## src/source/cnv_pkg.sv

```systemverilog
`default_nettype none

package cnv_pkg;

   // -------------------------------------------------------------------------
   // Datapath widths and counts
   // -------------------------------------------------------------------------
   localparam int PIX_W     = 8;                 // Activation and weight width
   localparam int N_TAPS    = 9;                 // 3x3 window
   localparam int N_KERNELS = 4;                 // Kernels run in lockstep
   localparam int ACC_W     = 20;                // Holds nine 8x8 products
   localparam int Q_MSB     = 19;                // Top of kept slice
   localparam int Q_LSB     = 12;                // Bottom of kept slice
   localparam int OUT_W     = N_KERNELS * PIX_W; // One byte per kernel
   localparam int KSEL_W    = 2;                 // Kernel index width

   // -------------------------------------------------------------------------
   // Tap word
   // -------------------------------------------------------------------------
   // Moves as one flat word, read back as nine taps in row-major order.
   // Tap 0 is the top-left neighbor and tap 8 the bottom-right one.
   typedef union packed {
      logic [N_TAPS*PIX_W-1:0]      flat;       // Bus and memory view
      logic [N_TAPS-1:0][PIX_W-1:0] tap;        // Per-tap view for the MAC
   } tap_word_u;

   typedef logic [ACC_W-1:0] acc_t;             // Unsigned MAC sum

endpackage

`default_nettype wire
```

## src/source/conv_mac.sv

```systemverilog
`timescale 1ns/1ps
`default_nettype none

module conv_mac (
   input  logic               clk,
   input  logic               rstn,
   input  logic               i_advance,
   input  logic               i_valid,
   input  logic               i_last,
   input  cnv_pkg::tap_word_u i_win,
   input  cnv_pkg::tap_word_u i_weight,
   output logic               o_valid,
   output logic               o_last,
   output cnv_pkg::acc_t      o_acc
);

   localparam int PROD_W = 2 * cnv_pkg::PIX_W;

   logic [PROD_W-1:0] prod_q [cnv_pkg::N_TAPS]; // Stage 1 products
   logic              valid_q;
   logic              last_q;
   cnv_pkg::acc_t     sum_d;

   // -------------------------------------------------------------------------
   // Stage 1 multipliers
   // -------------------------------------------------------------------------
   always_ff @(posedge clk) begin
      if (i_advance) begin
         for (int t = 0; t < cnv_pkg::N_TAPS; t++) begin
            prod_q[t] <= i_win.tap[t] * i_weight.tap[t]; // Unsigned 8x8
         end
      end
   end

   // Nine 16-bit terms never overflow 20 bits
   always_comb begin
      sum_d = '0;
      for (int t = 0; t < cnv_pkg::N_TAPS; t++) begin
         sum_d += cnv_pkg::acc_t'(prod_q[t]);
      end
   end

   // -------------------------------------------------------------------------
   // Stage 2 adder tree and flags
   // -------------------------------------------------------------------------
   always_ff @(posedge clk or negedge rstn) begin
      if (!rstn) begin
         valid_q <= 1'b0;
         last_q  <= 1'b0;
         o_valid <= 1'b0;
         o_last  <= 1'b0;
      end else if (i_advance) begin
         valid_q <= i_valid;
         last_q  <= i_last;
         o_valid <= valid_q;
         o_last  <= last_q;
      end
   end

   always_ff @(posedge clk) begin
      if (i_advance) begin
         o_acc <= sum_d;
      end
   end

endmodule

`default_nettype wire

```

## config.mk

```make
export PLATFORM = sky130hd
export DESIGN_NAME = conv_mac
export DESIGN_NICKNAME = d
export VERILOG_FILES = /design/src/source/cnv_pkg.sv /design/src/source/conv_mac.sv
export SDC_FILE = /design/constraint.sdc
export NUM_CORES = 2
export LEC_CHECK = 0
export BUFFER_PORTS_ARGS = -buffer_cell sky130_fd_sc_hd__buf_4
export CORE_ASPECT_RATIO = 1.25
export CORE_MARGIN = 2
export CORE_UTILIZATION = 40
export CTS_CLUSTER_SIZE = 12
export DETAILED_ROUTE_END_ITERATION = 16
export RECOVER_POWER = 50
export SYNTH_ARGS = -nofsm -noshare
export SYNTH_HDL_FRONTEND = slang
export SYNTH_SLANG_ARGS = --single-unit
export TNS_END_PERCENT = 10
```

## constraint.sdc

```tcl
create_clock -name clk -period 5.81 [get_ports clk]
set_input_delay 0.581 -clock clk [delete_from_list [all_inputs] [get_ports clk]]
set_output_delay 0.581 -clock clk [all_outputs]
set_load 0.1 [all_outputs]
```

# After elaboration in Yosys (flattened, before gate mapping)
# Memory sizes are Yosys's and may differ from the RTL's.
# Cells that the tools add are included.
# W data, S select, Z words.
[totals]
ff_bits = 24
latchBits = 0
ram_bits = 144
mem_bits_ro = 0
input_bits = 149
out_inout_bits = 22
word_cells = 25
mem_count = 1
[mem_list]
columns = ["memory", "words", "word_bits", "rd", "rd_clocked_by_memory_dff", "write_ports", "line", "rtl"]
rows = [
  ["prod_q", 9, 16, 9, 0, 9, "conv_mac.sv:19", "logic [PROD_W-1:0] prod_q [cnv_pkg::N_TAPS];"],
]
[classes]
addsub = 8
multipliers = 9
div = 0
order_cmp = 0
eq_ne = 0
shift = 0
muxes = 2
bitwise_logic = 0
reduce_logical = 0
[ops]
columns = ["operator", "n"]
rows = [
  ["$mul A8 B8 Y16", 9],
  ["$add A20 B16 Y20", 4],
  ["$add A19 B16 Y20", 1],
  ["$add A18 B16 Y19", 1],
  ["$add A17 B16 Y18", 1],
  ["$add A16 B16 Y17", 1],
  ["$mux W1", 2],
]

# Logic depth before layout (Yosys ltp)
[depth]
word_depth = 8
depth_mapped = 16
depth_no_buf = 16

# Worst setup path after synthesis
# Ideal clock, no wire load.
[synth_path]
path_kind = "input to register"
from = "input i_weight[50] (netlist name)"
to = "memory prod_q[6][13] (netlist name), data pin"
setup_ns = 0.262
t_arrival_ns = 4.238
path_slack_ns = 1.309
stages = 15
cell_sequence = "and2_1 -> fa_1 -> inv_1 -> fa_1 -> inv_1 -> fa_1 -> inv_1 -> fa_1 -> inv_1 -> ha_1 -> o21ai_0 -> a311oi_1 -> a2111oi_2 -> o21bai_1 -> xor2_1"
[synth_rtl]
columns = ["element", "line", "rtl"]
rows = [
  ["from (decl)", "conv_mac.sv:11", "input cnv_pkg::tap_word_u i_weight,"],
  ["to (decl)", "conv_mac.sv:19", ""],
]

==> flow_summary.json <==
{
  "hold_path.class": "primary input to flip-flop",
  "drive_above_1_share_pct": 6.51,
  "synth_edf_count": 164,
  "cts.clk_slew.worst_paths_ns": 0.07,
  "synth_top_area_share_pct": 31.3,
  "htree_levels": 4,
  "slew_headroom_pct": -128,
  "cts-root-buf": "clkbuf_16",
  "seq_area_frac_synth_pct": 18.1,
  "grtUsageTotal_pct": 18.8,
  "postRouteAntennaNets": 0,
  "required_ns": 5.99,
  "start_util_pct": 40.5,
  "gp_congestion": 0.883,
  "synthTopCellsByArea": "fa_1 31%, edfxtp_1 18%, ha_1 16%, and2_1 10%, inv_1 8.6%",
  "grt_overflow": 0,
  "layout_min_cycle_time_ns": 4.74,
  "cp-start-kind": "flip-flop",
  "cts_setup_buffers": 0,
  "chipHeight_um": 298,
  "grt_pass1_vias": 21000,
  "die_w_um": 240,
  "die_area_mm2": 0.0715,
  "rows": 107,
  "cts_tree": "built",
  "viasPerCell": 4.94,
  "synth_top_flop_cell": "edfxtp_1",
  "tns_ns": 0,
  "dr.pass1.iters": 5,
  "hold_viol": 0,
  "grt_max_degree": 61,
  "finalSetupViolCount": 0,
  "drt_iter0_markers": 865,
  "hpwl_mm": 55.6,
  "fill_cells": 6560,
  "grt_pass1_wl_mm": 108,
  "cts_buffers": 17,
  "synthCells": 2796,
  "cp-end-kind": "flip-flop",
  "syn-cell-area_mm2": 0.0277,
  "yosysTopAreaCell": "fa_1",
  "fmax_ghz": 0.211,
  "synth_cell_types": 59,
  "worst_skew_pair.late_latency_ns": 0.44,
  "wl_per_cell_um": 16.5,
  "cts.sink_count": 168,
  "criticalPathCategory": "flip-flop to flip-flop",
  "antenna_found_initial": 0,
  "nets": 3909,
  "finClkSkew_ns": 0.0110,
  "syn-num-nets": 3724,
  "finalCritPeriodShare_pct": 81.6,
  "syn_area_per_cell_um2": 9.92,
  "drt-total-wl_mm": 64.5,
  "async_flop_share_pct": 2.38,
  "ys_ff_latch": 168,
  "io-pin-count": 171,
  "area_growth_syn_to_layout_pct": 10.2,
  "status": "finished with violations",
  "portBuffers": 170,
  "cts.repair.resized": 0,
  "vias": 19400,
  "synth_warnings": 0,
  "rrSetupSlack_ns": 1.07,
  "max-cap-violations": 2,
  "violations": "max-capacitance violations, max-slew violations",
  "rsz0062_at_grt": "no",
  "cts_max_path_buffers": 2,
  "worstPathArrival_ns": 4.93,
  "diodes": 0,
  "finalMaxSlewViolations": 117,
  "r2r_cells": 14,
  "crit_path_max_fanout": 5,
  "whs_path_depth": 2,
  "tightest_slew_ns": 3.42,
  "drc": 0,
  "core_mm2": 0.0684
}
## stage by stage
step                hold slack [ns]  util [%]  cells  cell area [µm²]  setup slack, ns
floorplan                     0.285         -   2796            27700             1.31
global placement              0.376      44.1   3887            30200            0.935
detailed placement            0.380      44.1   3887            30200            0.939
CTS                           0.359      44.9   3920            30700             1.07
global route                  0.359      44.7   3920            30600            0.909
finish                        0.381      44.7   3920            30600             1.07
## state kept, by name, summed over array words and instances (netlist names)
| register | flops |
|---|---|
| o_acc | 20 |
| o_last | 1 |
| o_valid | 1 |
| valid_q | 1 |
| last_q | 1 |
| prod_q | 144 |
## Yosys cell counts (4+ instances only)
| library cell | number |
|---|---|
| a211oi_1 | 21 |
| xor2_1 | 23 |
| mux2_2 | 4 |
| inv_1 | 632 |
| and3_1 | 15 |
| a311oi_1 | 7 |
| o21a_1 | 15 |
| nand4_1 | 5 |
| o21bai_1 | 6 |
| nor2_1 | 68 |
| and2_1 | 445 |
| nand3_1 | 12 |
| o211ai_1 | 14 |
| a21o_1 | 25 |
| a31oi_1 | 13 |
| dfrtp_1 | 4 |
| o31ai_1 | 5 |
| nand2_1 | 186 |
| fa_1 | 434 |
| nor4_1 | 5 |
| o2111ai_1 | 9 |
| mux2i_1 | 4 |
| and4_1 | 5 |
| nand3b_1 | 10 |
| nor2b_1 | 18 |
| a21oi_1 | 79 |
| a31o_2 | 12 |
| nor3_1 | 38 |
| a41oi_1 | 5 |
| ha_1 | 345 |
| xnor2_1 | 78 |
| o21ai_0 | 48 |
| edfxtp_1 | 164 |
## what timing repair did
item	4_1_cts	5_1_grt
hold buffers	1	0
endpoints found under the setup margin	0	0
hold endpoints to repair	4	0
## layout by cell type, fill, tap and decap left out, drive strengths merged, types with 21 or more instances in the layout
cell    count
fa        434
inv       639
and2      445
xor2       23
o21ai      49
buf       139
edfxtp    164
clkbuf     51
xnor2      78
nor3       38
nand2     186
ha        345
a21oi      79
a211oi     21
a21o       25
nor2       68
## per-layer routing
layer	part of all wire (%)	track usage (%)	vias to the layer above
met3	2.6	1.49	66
met4	2.3	4.79	0
met2	53	35.0	364
li1	-	-	9213
met5	0	0	-
met1	42	23.2	9708
## final cells by class
| class | count | area [µm²] | share of cell area, % |
|---|---|---|---|
| clock buffers | 18 | 429 | 1.40 |
| clock inverters | 14 | 114 | 0.372 |
| inverters | 632 | 2370 | 7.76 |
| multi-input cells | 1989 | 20300 | 66.4 |
| flip-flops and latches | 168 | 5020 | 16.4 |
| well taps | 926 | 1160 | 3.79 |
| repair buffers | 173 | 1180 | 3.86 |
## critical path, stage by stage, from the launching register on
cell and delay [ns]:
edfxtp_1 0.40, fa_1 0.61, fa_1 0.49, fa_1 0.55, inv_1 0.05, fa_1 0.43, inv_1 0.07, ha_1 0.17
inv_1 0.07, fa_1 0.47, nor2b_1 0.20, o2111ai_1 0.18, a31oi_1 0.44, a41oi_1 0.20, xnor2_1 0.16
## kinds of logic (layout without fill, tap and decap cells)
group / Yosys count / after routing / synth area share (%)
muxes: 8 / 8 / 0.307
buffers and inverters: 639 / 837 / 8.70
and+or+nand+nor: 822 / 822 / 16.2
adders and majority gates: 779 / 779 / 46.9
DFF: 168 / 168 / 18.1
xor gates and xnor gates: 101 / 101 / 3.19
AOI/OAI and AO/OA: 279 / 279 / 6.65
## final timing paths
path / start / endpoint
max: prod_q[8][2] / o_acc[18]
min: i_last / last_q
max reg2reg: prod_q[8][2] / o_acc[18]
min reg2reg: last_q / last_q
max in group asynchronous: rstn / o_valid
min in group asynchronous: rstn / o_last
Power is not shown: default switching activity piles up to over one toggle a cycle in this logic, so the estimate is an artifact.
