===== src/source/cnv_pkg.sv =====
`default_nettype none

package cnv_pkg;

   // -------------------------------------------------------------------------
   // Datapath widths and counts
   // -------------------------------------------------------------------------
   localparam int PIX_W     = 8;                 // Activation and weight width
   localparam int N_TAPS    = 9;                 // 3x3 window
   localparam int N_KERNELS = 4;                 // Kernels run in lockstep
   localparam int ACC_W     = 20;                // Holds nine 8x8 products
   localparam int Q_MSB     = 19;                // Top of kept slice
   localparam int Q_LSB     = 12;                // Bottom of kept slice
   localparam int OUT_W     = N_KERNELS * PIX_W; // One byte per kernel
   localparam int KSEL_W    = 2;                 // Kernel index width

   // -------------------------------------------------------------------------
   // Tap word
   // -------------------------------------------------------------------------
   // Moves as one flat word, read back as nine taps in row-major order.
   // Tap 0 is the top-left neighbor and tap 8 the bottom-right one.
   typedef union packed {
      logic [N_TAPS*PIX_W-1:0]      flat;       // Bus and memory view
      logic [N_TAPS-1:0][PIX_W-1:0] tap;        // Per-tap view for the MAC
   } tap_word_u;

   typedef logic [ACC_W-1:0] acc_t;             // Unsigned MAC sum

endpackage

`default_nettype wire

===== src/source/scan_if.sv =====
`timescale 1ns/1ps
`default_nettype none

// Scan beats from the frame controller to the window fetch
interface scan_if #(
   parameter int ROW_W = 3,
   parameter int COL_W = 3
);
   logic             valid;                     // Beat present
   logic             ready;                     // Pipeline advance
   logic [ROW_W-1:0] row;                       // Pixel row
   logic [COL_W-1:0] col;                       // Pixel column
   logic             last;                      // Final pixel of frame

   modport master (
      output valid,
      output row,
      output col,
      output last,
      input  ready
   );

   modport slave (
      input  valid,
      input  row,
      input  col,
      input  last,
      output ready
   );
endinterface

`default_nettype wire


===== src/source/frame_ctrl.sv =====
`timescale 1ns/1ps
`default_nettype none

module frame_ctrl #(
   parameter int IMG_WIDTH   = 8,
   parameter int IMG_HEIGHT  = 6,
   parameter int VSYNC_DELAY = 6,
   parameter int HSYNC_DELAY = 2
) (
   input  logic                       clk,
   input  logic                       rstn,
   input  logic                       i_start,
   output logic                       o_busy,
   output logic                       o_wl_en,
   output logic [cnv_pkg::KSEL_W-1:0] o_wl_sel,
   scan_if.master                     scan
);

   localparam int ROW_W   = $clog2(IMG_HEIGHT);
   localparam int COL_W   = $clog2(IMG_WIDTH);
   localparam int MAX_DLY = (VSYNC_DELAY > HSYNC_DELAY) ? VSYNC_DELAY : HSYNC_DELAY;
   localparam int DLY_W   = ($clog2(MAX_DLY) > cnv_pkg::KSEL_W) ? $clog2(MAX_DLY)
                                                                : cnv_pkg::KSEL_W;

   localparam logic [1:0] S_IDLE  = 2'd0;       // Waiting for start
   localparam logic [1:0] S_VSYNC = 2'd1;       // Frame preamble and weight load
   localparam logic [1:0] S_HSYNC = 2'd2;       // Gap before each row
   localparam logic [1:0] S_DATA  = 2'd3;       // One beat per column

   logic [1:0]       state;
   logic [DLY_W-1:0] dly_cnt;                   // Times both sync phases
   logic [ROW_W-1:0] row_cnt;
   logic [COL_W-1:0] col_cnt;
   logic             end_row;
   logic             end_frame;

   assign end_row   = (col_cnt == COL_W'(IMG_WIDTH - 1));
   assign end_frame = end_row && (row_cnt == ROW_W'(IMG_HEIGHT - 1));

   // -------------------------------------------------------------------------
   // Scan FSM
   // -------------------------------------------------------------------------
   // Everything past idle freezes while the output stage stalls
   always_ff @(posedge clk or negedge rstn) begin
      if (!rstn) begin
         state   <= S_IDLE;
         dly_cnt <= '0;
         row_cnt <= '0;
         col_cnt <= '0;
      end else begin
         case (state)
            S_IDLE: begin
               if (i_start) begin                // Only accepted here
                  state   <= S_VSYNC;
                  dly_cnt <= '0;
                  row_cnt <= '0;
                  col_cnt <= '0;
               end
            end
            S_VSYNC: begin
               if (scan.ready) begin
                  if (dly_cnt == DLY_W'(VSYNC_DELAY - 1)) begin
                     state   <= S_HSYNC;
                     dly_cnt <= '0;
                  end else begin
                     dly_cnt <= dly_cnt + 1'b1;
                  end
               end
            end
            S_HSYNC: begin
               if (scan.ready) begin
                  if (dly_cnt == DLY_W'(HSYNC_DELAY - 1)) begin
                     state   <= S_DATA;
                     dly_cnt <= '0;
                  end else begin
                     dly_cnt <= dly_cnt + 1'b1;
                  end
               end
            end
            default: begin                       // S_DATA, valid always high
               if (scan.ready) begin
                  if (end_frame) begin
                     state   <= S_IDLE;
                     col_cnt <= '0;
                  end else if (end_row) begin
                     state   <= S_HSYNC;
                     col_cnt <= '0;
                     row_cnt <= row_cnt + 1'b1;
                  end else begin
                     col_cnt <= col_cnt + 1'b1;
                  end
               end
            end
         endcase
      end
   end

   assign o_busy   = (state != S_IDLE);
   // First N_KERNELS vsync cycles fetch one kernel word each
   assign o_wl_en  = (state == S_VSYNC) && (int'(dly_cnt) < cnv_pkg::N_KERNELS);
   assign o_wl_sel = dly_cnt[cnv_pkg::KSEL_W-1:0];

   assign scan.valid = (state == S_DATA);
   assign scan.row   = row_cnt;
   assign scan.col   = col_cnt;
   assign scan.last  = (state == S_DATA) && end_frame;

   // A start pulse mid-frame must not restart the preamble
   a_start_busy : assert property (@(posedge clk) disable iff (!rstn)
      (i_start && o_busy) |=> !(state == S_VSYNC && dly_cnt == '0)
                              || $past(state == S_VSYNC && dly_cnt == '0));

endmodule

`default_nettype wire


===== src/flat_wrapper.sv =====
// flat-port wrapper written by rule: the top's interface ports become plain ports
module frame_ctrl_flat 
#(
   parameter int IMG_WIDTH   = 8,
   parameter int IMG_HEIGHT  = 6,
   parameter int VSYNC_DELAY = 6,
   parameter int HSYNC_DELAY = 2
)
  (clk, rstn, i_start, o_busy, o_wl_en, o_wl_sel, scan_valid, scan_row, scan_col, scan_last, scan_ready);
  scan_if scan_i ();
  input  logic clk;
  input  logic rstn;
  input  logic i_start;
  output logic o_busy;
  output logic o_wl_en;
  output logic [cnv_pkg::KSEL_W-1:0] o_wl_sel;
  output wire logic [$bits(scan_i.valid)-1:0] scan_valid;
  output wire logic [$bits(scan_i.row)-1:0] scan_row;
  output wire logic [$bits(scan_i.col)-1:0] scan_col;
  output wire logic [$bits(scan_i.last)-1:0] scan_last;
  input wire logic [$bits(scan_i.ready)-1:0] scan_ready;
  assign scan_valid = scan_i.valid;
  assign scan_row = scan_i.row;
  assign scan_col = scan_i.col;
  assign scan_last = scan_i.last;
  assign scan_i.ready = scan_ready;
  frame_ctrl #(.IMG_WIDTH(IMG_WIDTH), .IMG_HEIGHT(IMG_HEIGHT), .VSYNC_DELAY(VSYNC_DELAY), .HSYNC_DELAY(HSYNC_DELAY)) u_core (.clk(clk), .rstn(rstn), .i_start(i_start), .o_busy(o_busy), .o_wl_en(o_wl_en), .o_wl_sel(o_wl_sel), .scan(scan_i));
endmodule

===== config.mk =====
export PLATFORM = sky130hd
export DESIGN_NAME = frame_ctrl_flat
export DESIGN_NICKNAME = d
export VERILOG_FILES = /design/src/source/cnv_pkg.sv /design/src/source/scan_if.sv /design/src/source/frame_ctrl.sv /design/src/flat_wrapper.sv
export SDC_FILE = /design/constraint.sdc
export NUM_CORES = 1
export LEC_CHECK = 0
export BUFFER_PORTS_ARGS = -buffer_cell sky130_fd_sc_hd__buf_2
export CORE_MARGIN = 5
export CORE_UTILIZATION = 30
export DETAILED_ROUTE_END_ITERATION = 6
export SYNTH_ARGS = -nofsm -noshare
export SYNTH_HDL_FRONTEND = slang
export SYNTH_SLANG_ARGS = --single-unit

===== constraint.sdc =====
create_clock -name clk -period 2.5 [get_ports clk]
set_input_delay 0 -clock clk [delete_from_list [all_inputs] [get_ports clk]]
set_output_delay 0 -clock clk [all_outputs]
set_load 0.1 [all_outputs]

Word-level counts from Yosys, hierarchy flattened
Cells that the tools add are included.
Widths: inputs -> output; s select.
{ "classes": {"add_sub_neg": 3, "multipliers": 0, "n_div": 0, "magnitude_cmp": 1, "n_eq_ne": 13, "n_shift": 0, "mux": 23, "n_bitwise": 1, "reduce_logical": 14} }
{ "ops": {"columns": ["operator", "n"], "rows": [
  ["$mux 3", 11],
  ["$mux 2", 8],
  ["$pmux 3 s2", 2],
  ["$add 3x1->3 const B", 3],
  ["$eq 3x3->1 const B", 3],
  ["$pmux 3 s3", 1],
  ["$ne 2x2->1 const B", 4],
  ["$reduce_and 7->1", 1],
  ["$pmux 2 s3", 1],
  ["$reduce_bool 2->1", 3],
  ["$reduce_and 5->1", 1],
  ["$reduce_bool 5->1", 1],
  ["$eq 2x2->1 const B", 2],
  ["$ne 2x1->1 const B", 2],
  ["$reduce_and 4->1", 1],
  ["$eq 3x1->1 const B", 1],
  ["$logic_and 1x1->1", 3],
  ["$lt 3x3->1 const B", 1],
  ["$reduce_and 3->1", 1],
  ["$reduce_bool 3->1", 1],
  ["$eq 2x1->1 const B", 1],
  ["$logic_not 2->1", 1],
  ["$reduce_or 2->1", 1],
  ["$not 1->1", 1]
]} }
{ "totals": {"ff_bits": 11, "latch_bits": 0, "ram_bits": 0, "mem_bits_ro": 0, "input_bits": 4, "out_inout_bits": 12, "wordCells": 59, "memories": 0} }

Longest topological paths before layout
{ "depth": {"word_depth": 5, "depth_mapped": 7, "ltp_nobuf": 6} }

Least setup slack after synthesis
OpenSTA, ideal clock, no wires.
{ "synth_path": {"path_type": "reg-to-reg", "start": "register u_core.state[1]", "end": "register u_core.dly_cnt[1]", "setup_ps": 76, "arrival_time_ps": 2944, "required_ps": 2424, "setup_slack_ps": -521, "stages_incl_launch_ff": 7, "path_buffers": 0, "period_less_slack_ps": 3021, "cell_sequence": "dfrtp_1 inv_1 ha_1 nor2b_1 o32a_1 or3b_1 o21ai_1"} }
{ "synth_via": {"elab_chain_cells": 3, "word_cells_on_any_way": 9, "cone_classes": "5 x eq/ne; 1 x mux; 3 x reduce/logical"} }
{ "synth_lines": {"columns": ["item", "line_no", "rtl"], "rows": [
  ["start, declared", "frame_ctrl.sv:30", "logic [1:0] state;"],
  ["start signal, assigned", "frame_ctrl.sv:46", "state <= S_IDLE;"],
  ["start signal, assigned", "frame_ctrl.sv:54", "state <= S_VSYNC;"],
  ["start signal, assigned", "frame_ctrl.sv:63", "state <= S_HSYNC;"],
  ["$eq 2x1->1 (tied with other cells)", "frame_ctrl.sv:51", "case (state)"],
  ["$ne 2x2->1 (no source line) / $reduce_bool 3->1 (equally long branches)", null, null],
  ["$reduce_and 4->1 (no source line)", null, null],
  ["end signal, assigned", "frame_ctrl.sv:66", "dly_cnt <= dly_cnt + 1'b1;"],
  ["end signal, assigned", "frame_ctrl.sv:76", "dly_cnt <= dly_cnt + 1'b1;"],
  ["end, declared", "frame_ctrl.sv:31", "logic [DLY_W-1:0] dly_cnt;"]
]} }
Parallel ways exist; a longest one is shown, timed or not.
A chain may end at the register's enable or synchronous reset.

Final worst setup path
{ "layout_path": {"start": "register u_core.state[0]", "end": "register u_core.state[1]"} }
{ "layout_via": {"elab_chain_cells": 3, "word_cells_on_any_way": 12, "cone_classes": "7 x eq/ne; 1 x mux; 4 x reduce/logical"} }
{ "layout_lines": {"columns": ["item", "line_no"], "rows": [
  ["$eq 2x2->1 (tied with other cells)", "frame_ctrl.sv:51"],
  ["$reduce_bool 5->1 (no source line) (tied with other cells)", null],
  ["$reduce_and 7->1 (no source line)", null]
]} }
Parallel ways exist; a longest one is shown, timed or not.

==> flow_summary.yaml <==
synth:
  synth_seq_cells: 11
  synthMuxAreaShare_pct: 3.31
  synth_top_family_by_area: "compound AO/OA/AOI/OAI gates"
  syn_nets: 92
  synth_xor_area_share_pct: 0
  synth_area_leaders: "dfrtp_1 36%, ha_1 13%, a2111oi_4 3.6%"
  synth_fa_ha_area_share_pct: 13.2
  synth_top_area_share_pct: 36.4
  ys_seq_area_share_pct: 36.4
  syn-mean-instance-area_um2: 9.45
  synth-compound-area-share_pct: 21.0
  async_flop_share_pct: 100
  synth_top_cell_by_area: "dfrtp_1"
  synth_edf_count: 0
  yosys_warnings: 0
  syn_area_um2: 756
  syn_inst: 80
  yosysUniqueCellTypes: 32
  ys.flop_type: "dfrtp_1"
  synth-simple-area-share_pct: 20.4
die:
  die-height_um: 60.2
  ios: 16
  row_count: 18
  core_area_mm2: 0.00243
  die-area_mm2: 0.00362
  chipWidth_um: 60.2
  initial_core_util_pct: 31.1
cts:
  clk_path_buf_depth: 2
  htreeDepth: 1
  cts_resized: 0
  cts_tree: "yes"
  cts_setup_buffers: 0
  cts.clk_slew.worst_paths_ns: 0.07
  root_buffer: "clkbuf_4"
  cts_hold_buf: 1
  cts_sinks: 11
  cts_buffers: 3
  worstSkewPairLatency_ns: 0.27
finish:
  final_common_cell: "buf_2"
  fillers: 262
  drive_gt1_share_pct: 23.7
  final_util_pct: 36.5
  seqCellArea_um2: 275
  multiInputGateArea_um2: 442
  nets: 110
  finalNonFillerCells: 127
  syn_to_final_growth_pct: 17.5
  layout_common_cells: "15 x buf_2, 11 x dfrtp_1, 8 x ha_1"
  antenna_cells: 0
placed_design:
  placed_cells: 122
  dpl_worst_slack_ns: 0.472
  io_buffer_count: 15
  hpwl_um: 1240
  place.gp.congestion: 0.741
timing:
  tightest_slew_ns: 0.487
  fmaxAchievable_ghz: 0.492
  clock_skew_ns: 0.00154
  layout_setup_ws_ns: 0.467
  hold_viol: 0
  setup_viol_count_final: 0
  finalSetupTns_ns: 0
  max_slew_margin_pct: 67.8
  fin_crit_sh_pct: 81.3
  rsz0062_at_grt: "false"
  slew_violations: 0
  min_period_ns: 2.03
critical_path:
  required_ns: 2.66
  cp_max_fo: 5
  crit_path_cell_trace: "inv_1 > ha_1 > nor2_1 > o21ai_2 > a2111oi_4 > mux2_4"
  critPathKind: "flop to flop"
  crit_cells: 6
  worst_setup_path_end_kind: "flop"
  crit_buf_inv: 1
  critPathMaxStageDelay_ns: 0.39
  cp-start-kind: "flop"
  crit_arrival_ns: 2.19
  worst_r2r_path_depth: 6
  crit_slowest_cell: "nor2_1"
  crit_family: "compound AO/OA/AOI/OAI gates"
global_route:
  grt_usage_pct: 10.2
  grt_pass1_vias: 605
  antenna_found_initial: 0
  grt_max_degree: 13
  grt_pass1_wl_um: 2690
  overflow: 0
detailed_routing:
  drt_wl_total_um: 1600
  antenna_left: 0
  dr.pass1.iters: 4
  first_iter_violations: 13
  route.detailed.drc: 0
  viasPerCell: 5.02
  vias: 637
  wl_per_cell_um: 12.6
min_path:
  holdPathStages: 4
  min_path_type: "primary input to flop"
run_status:
  status: "completed"
run:
  max_cap_viol_count: 0
-- registers in the layout, summed over array words and instances, names as in the netlist --
signal	cells
u_core.state	2
u_core.scan.row	3
u_core.scan.col	3
u_core.dly_cnt	3
-- cell type report --
| class | count | share of cell area (%) |
|---|---|---|
| multi-input cells | 60 | 49.7 |
| well taps | 30 | 4.23 |
| clock buffers | 4 | 2.96 |
| flip-flops and latches | 11 | 31.0 |
| inverters | 6 | 2.54 |
| repair buffers | 16 | 9.58 |
-- layer usage --
layer | vias to the layer above | wire [um] | share of wire, % | global-route usage, %
met1 | 296 | 727 | 46 | 12.9
met3 | 4 | 104 | 6.5 | 4.54
met2 | 18 | 749 | 47 | 15.6
li1 | 319 | - | - | -
met4 | 0 | 14 | 0.88 | 2.85
met5 | - | 0 | 0 | 0
-- tightest hold or removal path, cell delays in order --
cell and delay (ns):
buf_2 0.09, nor2b_1 0.05, o21ai_0 0.13, o21ai_1 0.06
-- metrics by stage --
step,hold slack (ns),area [um^2]
floorplan,-0.296,759
global placement,-0.105,852
detailed placement,-0.105,852
CTS,0.0949,888
global route,0.121,888
finish,0.104,888
-- cells in the mapped netlist (2+ instances only) --
cell type and n:
a21oi_1 3, a31oi_1 2, buf_4 2, dfrtp_1 11, ha_1 8, inv_1 6
nand2_1 6, nand2b_1 2, nor2_1 7, nor2b_1 4, nor3_1 2, o21ai_0 2
o21ai_1 4, o31ai_1 2, or3_1 2
-- worst paths after layout --
kind                                       to                from  slack (ns)
setup / recovery              u_core.state[1]     u_core.state[0]        0.47
hold / removal             u_core.scan.col[2]             i_start        0.10
setup reg to reg              u_core.state[1]     u_core.state[0]        0.47
hold reg to reg            u_core.scan.col[0]  u_core.scan.col[0]        0.51
max in group asynchronous  u_core.scan.col[1]                rstn        2.17
min in group asynchronous   u_core.dly_cnt[0]                rstn        0.12
-- logic make-up (layout without fill, tap and decap cells) --
group | count (synthesis) | in the layout
muxes | 2 | 2
buffers and inverters | 9 | 26
DFF | 11 | 11
and+or+nand+nor | 29 | 29
AOI/OAI and AO/OA | 21 | 21
adders and majority gates | 8 | 8
Power is not shown: default switching activity piles up to over one toggle a cycle in this logic, so the estimate is an artifact.
