===== src/source/cnv_pkg.sv =====
`default_nettype none

package cnv_pkg;

   // -------------------------------------------------------------------------
   // Datapath widths and counts
   // -------------------------------------------------------------------------
   localparam int PIX_W     = 8;                 // Activation and weight width
   localparam int N_TAPS    = 9;                 // 3x3 window
   localparam int N_KERNELS = 4;                 // Kernels run in lockstep
   localparam int ACC_W     = 20;                // Holds nine 8x8 products
   localparam int Q_MSB     = 19;                // Top of kept slice
   localparam int Q_LSB     = 12;                // Bottom of kept slice
   localparam int OUT_W     = N_KERNELS * PIX_W; // One byte per kernel
   localparam int KSEL_W    = 2;                 // Kernel index width

   // -------------------------------------------------------------------------
   // Tap word
   // -------------------------------------------------------------------------
   // Moves as one flat word, read back as nine taps in row-major order.
   // Tap 0 is the top-left neighbor and tap 8 the bottom-right one.
   typedef union packed {
      logic [N_TAPS*PIX_W-1:0]      flat;       // Bus and memory view
      logic [N_TAPS-1:0][PIX_W-1:0] tap;        // Per-tap view for the MAC
   } tap_word_u;

   typedef logic [ACC_W-1:0] acc_t;             // Unsigned MAC sum

endpackage

`default_nettype wire

===== src/source/weight_bank.sv =====
`timescale 1ns/1ps
`default_nettype none

module weight_bank (
   input  logic                       clk,
   input  logic                       rstn,
   input  logic                       i_wgt_we,
   input  logic [cnv_pkg::KSEL_W-1:0] i_wgt_sel,
   input  cnv_pkg::tap_word_u         i_wgt_data,
   input  logic                       i_wl_en,
   input  logic [cnv_pkg::KSEL_W-1:0] i_wl_sel,
   output cnv_pkg::tap_word_u         o_weights [cnv_pkg::N_KERNELS]
);

   cnv_pkg::tap_word_u         wmem [cnv_pkg::N_KERNELS]; // Weight buffer
   cnv_pkg::tap_word_u         rd_q;                      // Registered read word
   logic                       ld_en_q;                   // Strobe aligned to rd_q
   logic [cnv_pkg::KSEL_W-1:0] ld_sel_q;                  // Target kernel

   // -------------------------------------------------------------------------
   // Weight memory
   // -------------------------------------------------------------------------
   always_ff @(posedge clk) begin
      if (i_wgt_we) begin
         wmem[i_wgt_sel] <= i_wgt_data;          // Host side, only while idle
      end
      if (i_wl_en) begin
         rd_q <= wmem[i_wl_sel];                 // One cycle read
      end
   end

   // Strobe and address follow the read by one stage
   always_ff @(posedge clk or negedge rstn) begin
      if (!rstn) begin
         ld_en_q  <= 1'b0;
         ld_sel_q <= '0;
      end else begin
         ld_en_q  <= i_wl_en;
         ld_sel_q <= i_wl_sel;
      end
   end

   // -------------------------------------------------------------------------
   // Per-kernel registers
   // -------------------------------------------------------------------------
   always_ff @(posedge clk or negedge rstn) begin
      if (!rstn) begin
         o_weights <= '{default: '0};
      end else if (ld_en_q) begin
         o_weights[ld_sel_q] <= rd_q;            // Valid two cycles after strobe
      end
   end

   // Host writes and the vsync load never collide
   a_no_wr_during_load : assert property (@(posedge clk) disable iff (!rstn)
      i_wl_en |-> !i_wgt_we);

endmodule

`default_nettype wire


===== config.mk =====
export PLATFORM = sky130hd
export DESIGN_NAME = weight_bank
export DESIGN_NICKNAME = d
export VERILOG_FILES = /design/src/source/cnv_pkg.sv /design/src/source/weight_bank.sv
export SDC_FILE = /design/constraint.sdc
export NUM_CORES = 1
export LEC_CHECK = 0
export ABC_AREA = 1
export BUFFER_PORTS_ARGS = -buffer_cell sky130_fd_sc_hd__buf_2
export CELL_PAD_IN_SITES_DETAIL_PLACEMENT = 0
export CELL_PAD_IN_SITES_GLOBAL_PLACEMENT = 2
export CORE_MARGIN = 2
export CORE_UTILIZATION = 37
export CTS_CLUSTER_DIAMETER = 30
export DETAILED_ROUTE_END_ITERATION = 10
export PLACE_DENSITY = 0.88
export SETUP_SLACK_MARGIN = 0.15
export SYNTH_ARGS = -nofsm -noshare
export SYNTH_HDL_FRONTEND = slang
export SYNTH_SLANG_ARGS = --single-unit

===== constraint.sdc =====
create_clock -name clk -period 1.54 [get_ports clk]
set_input_delay 0.077 -clock clk [delete_from_list [all_inputs] [get_ports clk]]
set_output_delay 0.077 -clock clk [all_outputs]
set_load 0.05 [all_outputs]

Word-level counts from Yosys, hierarchy flattened
Memories as Yosys holds them, arrays and structs flattened. A register that Yosys moved wholly into a read port is not among the register bits.
Cells that the tools add are included.
Widths: inputs -> output; s select.
{"block": "totals", "elab_cells": 16, "register_bits": 291, "out_inout_bits": 288, "in_bits": 80, "ramBits": 288, "n_memories": 1}
{"memory": "wmem", "depth": 4, "word_bits": 72, "read_ports": 1, "rd_ports_with_merged_regs": 1, "write_ports": 1, "line_no": "weight_bank.sv:15", "text": "cnv_pkg::tap_word_u wmem [cnv_pkg::N_KERNELS];"}
{"block": "op_classes", "n_reduce_logical": 1, "n_lt_le_gt_ge": 2, "n_bitwise": 1, "n_mux": 5}
{"op": "$bwmux 288", "n": 1}
{"op": "$demux 72 s2", "n": 1}
{"op": "$mux 72", "n": 1}
{"op": "$ge 3x3->1 const B", "n": 1}
{"op": "$lt 3x1->1 const B", "n": 1}
{"op": "$not 2->3", "n": 1}
{"op": "$mux 1", "n": 2}
{"op": "$logic_and 1x1->1", "n": 1}

Logic depth before layout (Yosys ltp)
Gate-level depths: netlist of the first run.
{"block": "logic_depth", "word_depth": 6, "mapped_depth": 7, "mapped_depth_nobuf": 4}

Least setup slack after synthesis of the first run
OpenSTA, ideal clock, no wires.
{"block": "synth_path", "kind": "input -> register", "from": "in i_wgt_sel[1] (netlist name)", "to": "mem wmem[0][0] (netlist name), enable pin", "t_required_ns": 0.948, "arrival_time_ns": 5.088, "path_buffers": 0, "slack_ns": -4.139, "path_stages": 1, "setup_ns": 0.592, "cell_sequence": "nor3_1"}
{"item": "start, declared", "line_no": "weight_bank.sv:8", "text": "input logic [cnv_pkg::KSEL_W-1:0] i_wgt_sel,"}
{"item": "end, declared", "line_no": "weight_bank.sv:15"}
Straight into the memory's write port.

Worst setup path after layout of the first run
{"block": "layout_path", "from": "reg o_weights[283] (netlist name)", "to": "out o_weights[283] (netlist name)"}
{"item": "start, declared", "line_no": "weight_bank.sv:12", "text": "output cnv_pkg::tap_word_u o_weights [cnv_pkg::N_KERNELS]"}
{"item": "start signal, assigned by index", "line_no": "weight_bank.sv:50", "text": "o_weights[ld_sel_q] <= rd_q;"}
No word-level cell between the ends.

==> qor.csv, run 1 <==
metric;value;unit
Synth Register Bits;651;
initial antenna violation count;12;
clk slew on worst S/H paths;50;ps
Max-cap violations;0;
CP Buf/Inv Count;1;
Static Leak;17.3;nW
gr ovfl total;0;
die area;71800;um2
min-delay src;i_wgt_we;
H-tree depth;4;
Min Clock Period, post-route;1390;ps
non-filler cells, final;4025;
crit-path leading delay family;flip-flops;
clock power share;46.9;%
outcome;complete, no violations;
Root Buffer;clkbuf_16;
Setup WS post-layout;151;ps
WS Path Type;reg -> out;
first-pass GRT wire length;114000;um
Starting DRT DRC Count;1460;
largest net degree at the start of global routing;91;
Slew @ Worst Pin;439;ps
CP Capture Type;output port;
die width;268;um
Power Internal;0.0432;W
final setup vio count;0;
PortBufs;367;
synthesized area;25800;um2
Sw Ratio;29.6;%
Routed WL per cell;18.8;um
synthesis warning total;0;
TritonCTS Buffers;134;
maximum vdd drop;0.857;mV
RePlAce Congestion;0.852;
worst r2r path cells;6;
worst hold path type;in -> reg;
post-synth top area share;41.9;%
most common cell after layout, fill and taps aside;nand2_1;
final core occ;52.3;%
commonest cells after routing, fill and taps aside;864 x nand2_1, 363 x inv_1, 360 x edfxtp_1, 286 x dfrtp_1, 216 x nand3_1;
Hold Path End;wmem[1][67];
IO Count;368;
Slew Viols, Final;0;
crit-path cells;buf_6;
RSZ-0062 raised after global routing;true;
Die Y;268;um
Initial Util;37.5;%
Vias;19300;
layout cells sized above 1;21.9;%
R2R setup slack;180;ps
FF-to-FF Start;ld_sel_q[1];
row count;96;
dpl ws;130;ps
Pwr Density;1710;nW/um2
Core ar.;68800;um2
post-synthesis sequential area ratio;70.2;%
Mapped Avg Cell Area;10.5;um2
Detail Placement HPWL;49400;um
Syn Nets;2547;
DR vias/cell;4.79;
CTS tree;built;
main area contributors after synthesis;edfxtp_1 42%, dfrtp_1 28%, nand2_1 13%, inv_1 5.3%, nand3_1 4.2%;
Max stage delay on crit path;430;ps
post-route antenna net violation count;0;
WHS;104;ps
Reg-to-Reg End;o_weights[223];
Syn-to-layout area delta;39.4;%
Clock Latency Late Sink;680;ps
Placed Cells;3685;
switching power total;0.0181;W
Clock Skew;23.8;ps
Hold Violations, Final;0;
hold path cells;4;
Setup TNS;0;ps
routed wire length;75700;um
Combinational Power Share;17.6;%
Cells after Synth;2467;
leading area contributor after synthesis;edfxtp_1;
max frequency;720;MHz
arrival time worst endpoint;1310;ps
gr usage total;21.1;%
DRT Pass-1 Iters;6;
crit share post-route;90.2;%
DRC;0;
vias in the first global route;18900;
Max clock buf depth;3;
crit path max-delay cell type;dfrtp_1;
Worst EP required;1460;ps
CP max FO;2;
final net count;3062;
clk sinks;651;
Worst slew margin;70.7;%
Worst Setup Start Kind;flip-flop;
Reg power frac;35.5;%
Synth cell types;18;
==> how the worst max path moves through the flow <==
stage,start,endpoint,cells after the start
global placement,ld_sel_q[1],o_weights[220],4
CTS,o_weights[285],o_weights[285],1
global route,o_weights[282],o_weights[282],1
detailed placement,ld_sel_q[1],o_weights[239],4
floorplan,i_wgt_we,wmem[0][0],2
finish,o_weights[283],o_weights[283],1
==> cells in the mapped netlist, drive strengths merged <==
library cell and number:
buf 89, clkbuf 55, dfrtp 291, edfxtp 360, inv 367, nand2 865
nand3 219, nand4 144, nor2 1, nor3 4, o21ai 72
==> per-layer routing <==
layer	up-vias	track usage [%]	wire length, um
li1	9068	-	-
met1	9374	28.3	32700
met2	667	33.3	35600
met3	154	4.98	4880
met4	14	8.35	2330
met5	-	0	91
==> area by class of cell <==
| type | count | area, um2 |
|---|---|---|
| Clock inverter | 72 | 863 |
| Inverter | 367 | 1380 |
| Clock buffer | 172 | 3730 |
| Fill cell | 5943 | 32900 |
| Sequential cell | 651 | 18100 |
| Multi-Input combinational cell | 1305 | 5730 |
| Tap cell | 931 | 1160 |
| Antenna cell | 4 | 10.0 |
| Timing Repair Buffer | 523 | 4980 |
==> flip-flops by register name, summed over array words and instances, names as in the netlist <==
name	cells
ld_en_q	1
rd_q	72
o_weights	288
wmem	288
ld_sel_q	2
==> power groups by stage <==
stage	Sequential, W	Clock (W)	Combinational, W
2_1_floorplan	0.0261	0	0.00198
3_3_place_gp	0.0218	0	0.00937
3_5_place_dp	0.0219	0	0.00950
4_1_cts	0.0218	0.0292	0.0108
5_1_grt	0.0220	0.0301	0.0114
6_report	0.0218	0.0288	0.0108
==> cell families after synthesis <==
| kind of cell | count (synthesis) | share of synthesized area [%] |
|---|---|---|
| buffers and inverters | 511 | 7.92 |
| AOI/OAI and AO/OA | 72 | 1.40 |
| and+or+nand+nor | 1233 | 20.5 |
| DFF | 651 | 70.2 |
==> stage by stage <==
| step | cell area, um2 | power [W] |
|---|---|---|
| after floorplan | 25800 | 0.0280 |
| after global placement | 29300 | 0.0312 |
| after detailed placement | 29300 | 0.0314 |
| after CTS | 35800 | 0.0617 |
| after global routing | 36000 | 0.0635 |
| final | 36000 | 0.0613 |
==> timing repair <==
item / 4_1_cts / 5_1_grt
hold buffers: 79 / 0
hold endpoints to repair: 751 / 0
setup buffers: 5 / 7
resized for setup: 387 / 25
gates cloned: 1 / 0
pin swaps: 1 / 1
endpoints found under the setup margin: 304 / 122
Power figures use the tool's default switching activity.
==> run 2, diff against run 1 <==
Settings changed: BUFFER_PORTS_ARGS -buffer_cell sky130_fd_sc_hd__buf_2 to -buffer_cell sky130_fd_sc_hd__buf_4, CORE_MARGIN 2 to 3.
==> qor.csv, run 2 (synthesized netlist as in run 1, its figures left out) <==
metric;value;unit;change
largest net degree at the start of global routing;117;;+29%
clk sinks;651;;unchanged
Pwr Density;1720;nW/um2;+0.98%
Slew Viols, Final;0;;unchanged
gr usage total;20.9;%;-0.27 points
WS Path Type;reg -> out;;
max frequency;725;MHz;+0.62%
layout cells sized above 1;22.5;%;+0.61 points
DRT Pass-1 Iters;6;;unchanged
Core ar.;68800;um2;unchanged
Multi-input gate area;5730;um2;about the same
CP Capture Type;output port;;
maximum vdd drop;0.996;mV;+16%
clk slew on worst S/H paths;50;ps;about the same
FF+latch area;18100;um2;about the same
Initial Util;37.5;%;unchanged
Max-cap violations;0;;unchanged
DR vias/cell;4.72;;-1.4%
Starting DRT DRC Count;1450;;-0.68%
H-tree depth;4;;unchanged
Detail Placement HPWL;49700;um;+0.47%
Syn-to-layout area delta;42.0;%;
TritonCTS Buffers;134;;unchanged
Max clock buf depth;3;;unchanged
routed wire length;77100;um;+1.9%
die width;270;um;+0.75%
post-route antenna net violation count;0;;unchanged
Routed WL per cell;19.1;um;+1.6%
final setup vio count;0;;unchanged
IO Count;368;;unchanged
dpl ws;170;ps;+39.7 ps
Root Buffer;clkbuf_16;;
crit-path cells;buf_6;;
Clock Skew;24.4;ps;+0.639 ps
Tot Pwr;0.0630;W;+2.8%
Static Leak;17.5;nW;+1.4%
non-filler cells, final;4035;;+0.25%
arrival time worst endpoint;1300;ps;about the same
outcome;complete, no violations;;
final net count;3069;;+0.23%
CP startpoint;o_weights[281];;
Hold Violations, Final;0;;unchanged
Worst EP required;1460;ps;about the same
CTS tree;built;;
Worst slew margin;63.8;%;-7.0 points
R2R setup slack;200;ps;+20 ps
die area;72900;um2;+1.5%
initial antenna violation count;10;;-2
RSZ-0062 raised after global routing;true;;
CP max FO;2;;unchanged
Max stage delay on crit path;440;ps;about the same
crit share post-route;89.6;%;-0.56 points
DRC;0;;unchanged
Slew @ Worst Pin;544;ps;+104 ps
RePlAce Congestion;0.858;;+0.78%
Setup WS post-layout;160;ps;+8.62 ps
first-pass GRT wire length;116000;um;+1.7%
worst hold path type;in -> async;;
crit-path leading delay family;flip-flops;;
crit path max-delay cell type;dfrtp_2;;
Largest regs;o_weights (288), wmem (288), rd_q (72);;
Min Clock Period, post-route;1380;ps;-8.62 ps
gr ovfl total;0;;unchanged
Vias;19100;;-1.1%
Placed Cells;3680;;-0.14%
most common cell after layout, fill and taps aside;nand2_1;;
Clock Latency Late Sink;690;ps;about the same
commonest cells after routing, fill and taps aside;863 x nand2_1, 363 x inv_1, 360 x edfxtp_1, 281 x dfrtp_1, 225 x buf_4;;
Worst Setup Start Kind;flip-flop;;
FF-to-FF Start;ld_sel_q[1];;
fill count;5816;;-2.1%
Design Area, Final;36600;um2;+1.8%
cell area after placement;30100;um2;+2.8%
PortBufs;367;;unchanged
row count;96;;unchanged
Die Y;270;um;+0.75%
CP Buf/Inv Count;1;;unchanged
vias in the first global route;18900;;+0.16%
-- run 2: cell count changes in the layout (fill, tap and decap cells not counted), sizes merged --
cell	change
bufinv	+8
buf	+7
dlygate4sd3	-1
clkbuf	-3
inv	+2
clkinv	-3
-- run 2: worst min-delay path: cells and delay by family --
| family | cells | cell delay (ps) |
|---|---|---|
| buffers and inverters | 3 | 970 |
-- run 2: path summary, 6_finish.rpt --
| kind | endpoint | cells after the start |
|---|---|---|
| worst max-delay path | o_weights[281] | 1 |
| worst min-delay path | o_weights[187] | 3 |
| worst max register to register | o_weights[236] | 5 |
| worst min register to register | o_weights[152] | 2 |
| max in group asynchronous | o_weights[210] | 3 |
| min in group clk | wmem[0][54] | 2 |
-- run 2: report_power, final --
part / internal (W) / switching, W
logic: 0.00351 / 0.00753
registers: 0.0204 / 0.00150
clock network: 0.0208 / 0.00927
-- run 2: area by class of cell --
class                           count  share of cell area (%)
Clock buffer                      168                    10.1
Clock inverter                     79                    3.01
Tap cell                          931                    3.18
Timing Repair Buffer              530                    14.8
Antenna cell                        4                  0.0273
Inverter                          367                    3.78
Multi-Input combinational cell   1305                    15.6
Sequential cell                   651                    49.5
-- run 2: timing repair --
action | 4_1_cts | 5_1_grt
cloned | 0 | 2
hold buffers | 79 | 0
resized for setup | 153 | 41
endpoints found under the hold margin | 874 | 0
buffers inserted | 8 | 15
setup endpoints to repair | 152 | 138
-- run 2: stage by stage --
stage / hold slack, ps / setup TNS, ps / utilization [%]
6_report: 26.3 / 0 / 53.2
4_1_cts: 0.135 / 0 / 52.7
2_1_floorplan: -219 / -240050 / -
5_1_grt: 22.5 / 0 / 53.2
3_5_place_dp: -26.3 / 0 / 43.7
3_3_place_gp: -30.3 / 0 / 43.7
-- run 2: routing by layer --
metal	vias to the layer above	routed length (um)	part of all wire, %	GRT usage [%]
met4	12	2230	2.9	8.06
li1	9063	-	-	-
met5	-	60	0.078	0
met3	150	4640	6.0	4.90
met1	9197	33500	43	27.9
met2	641	36700	48	33.0
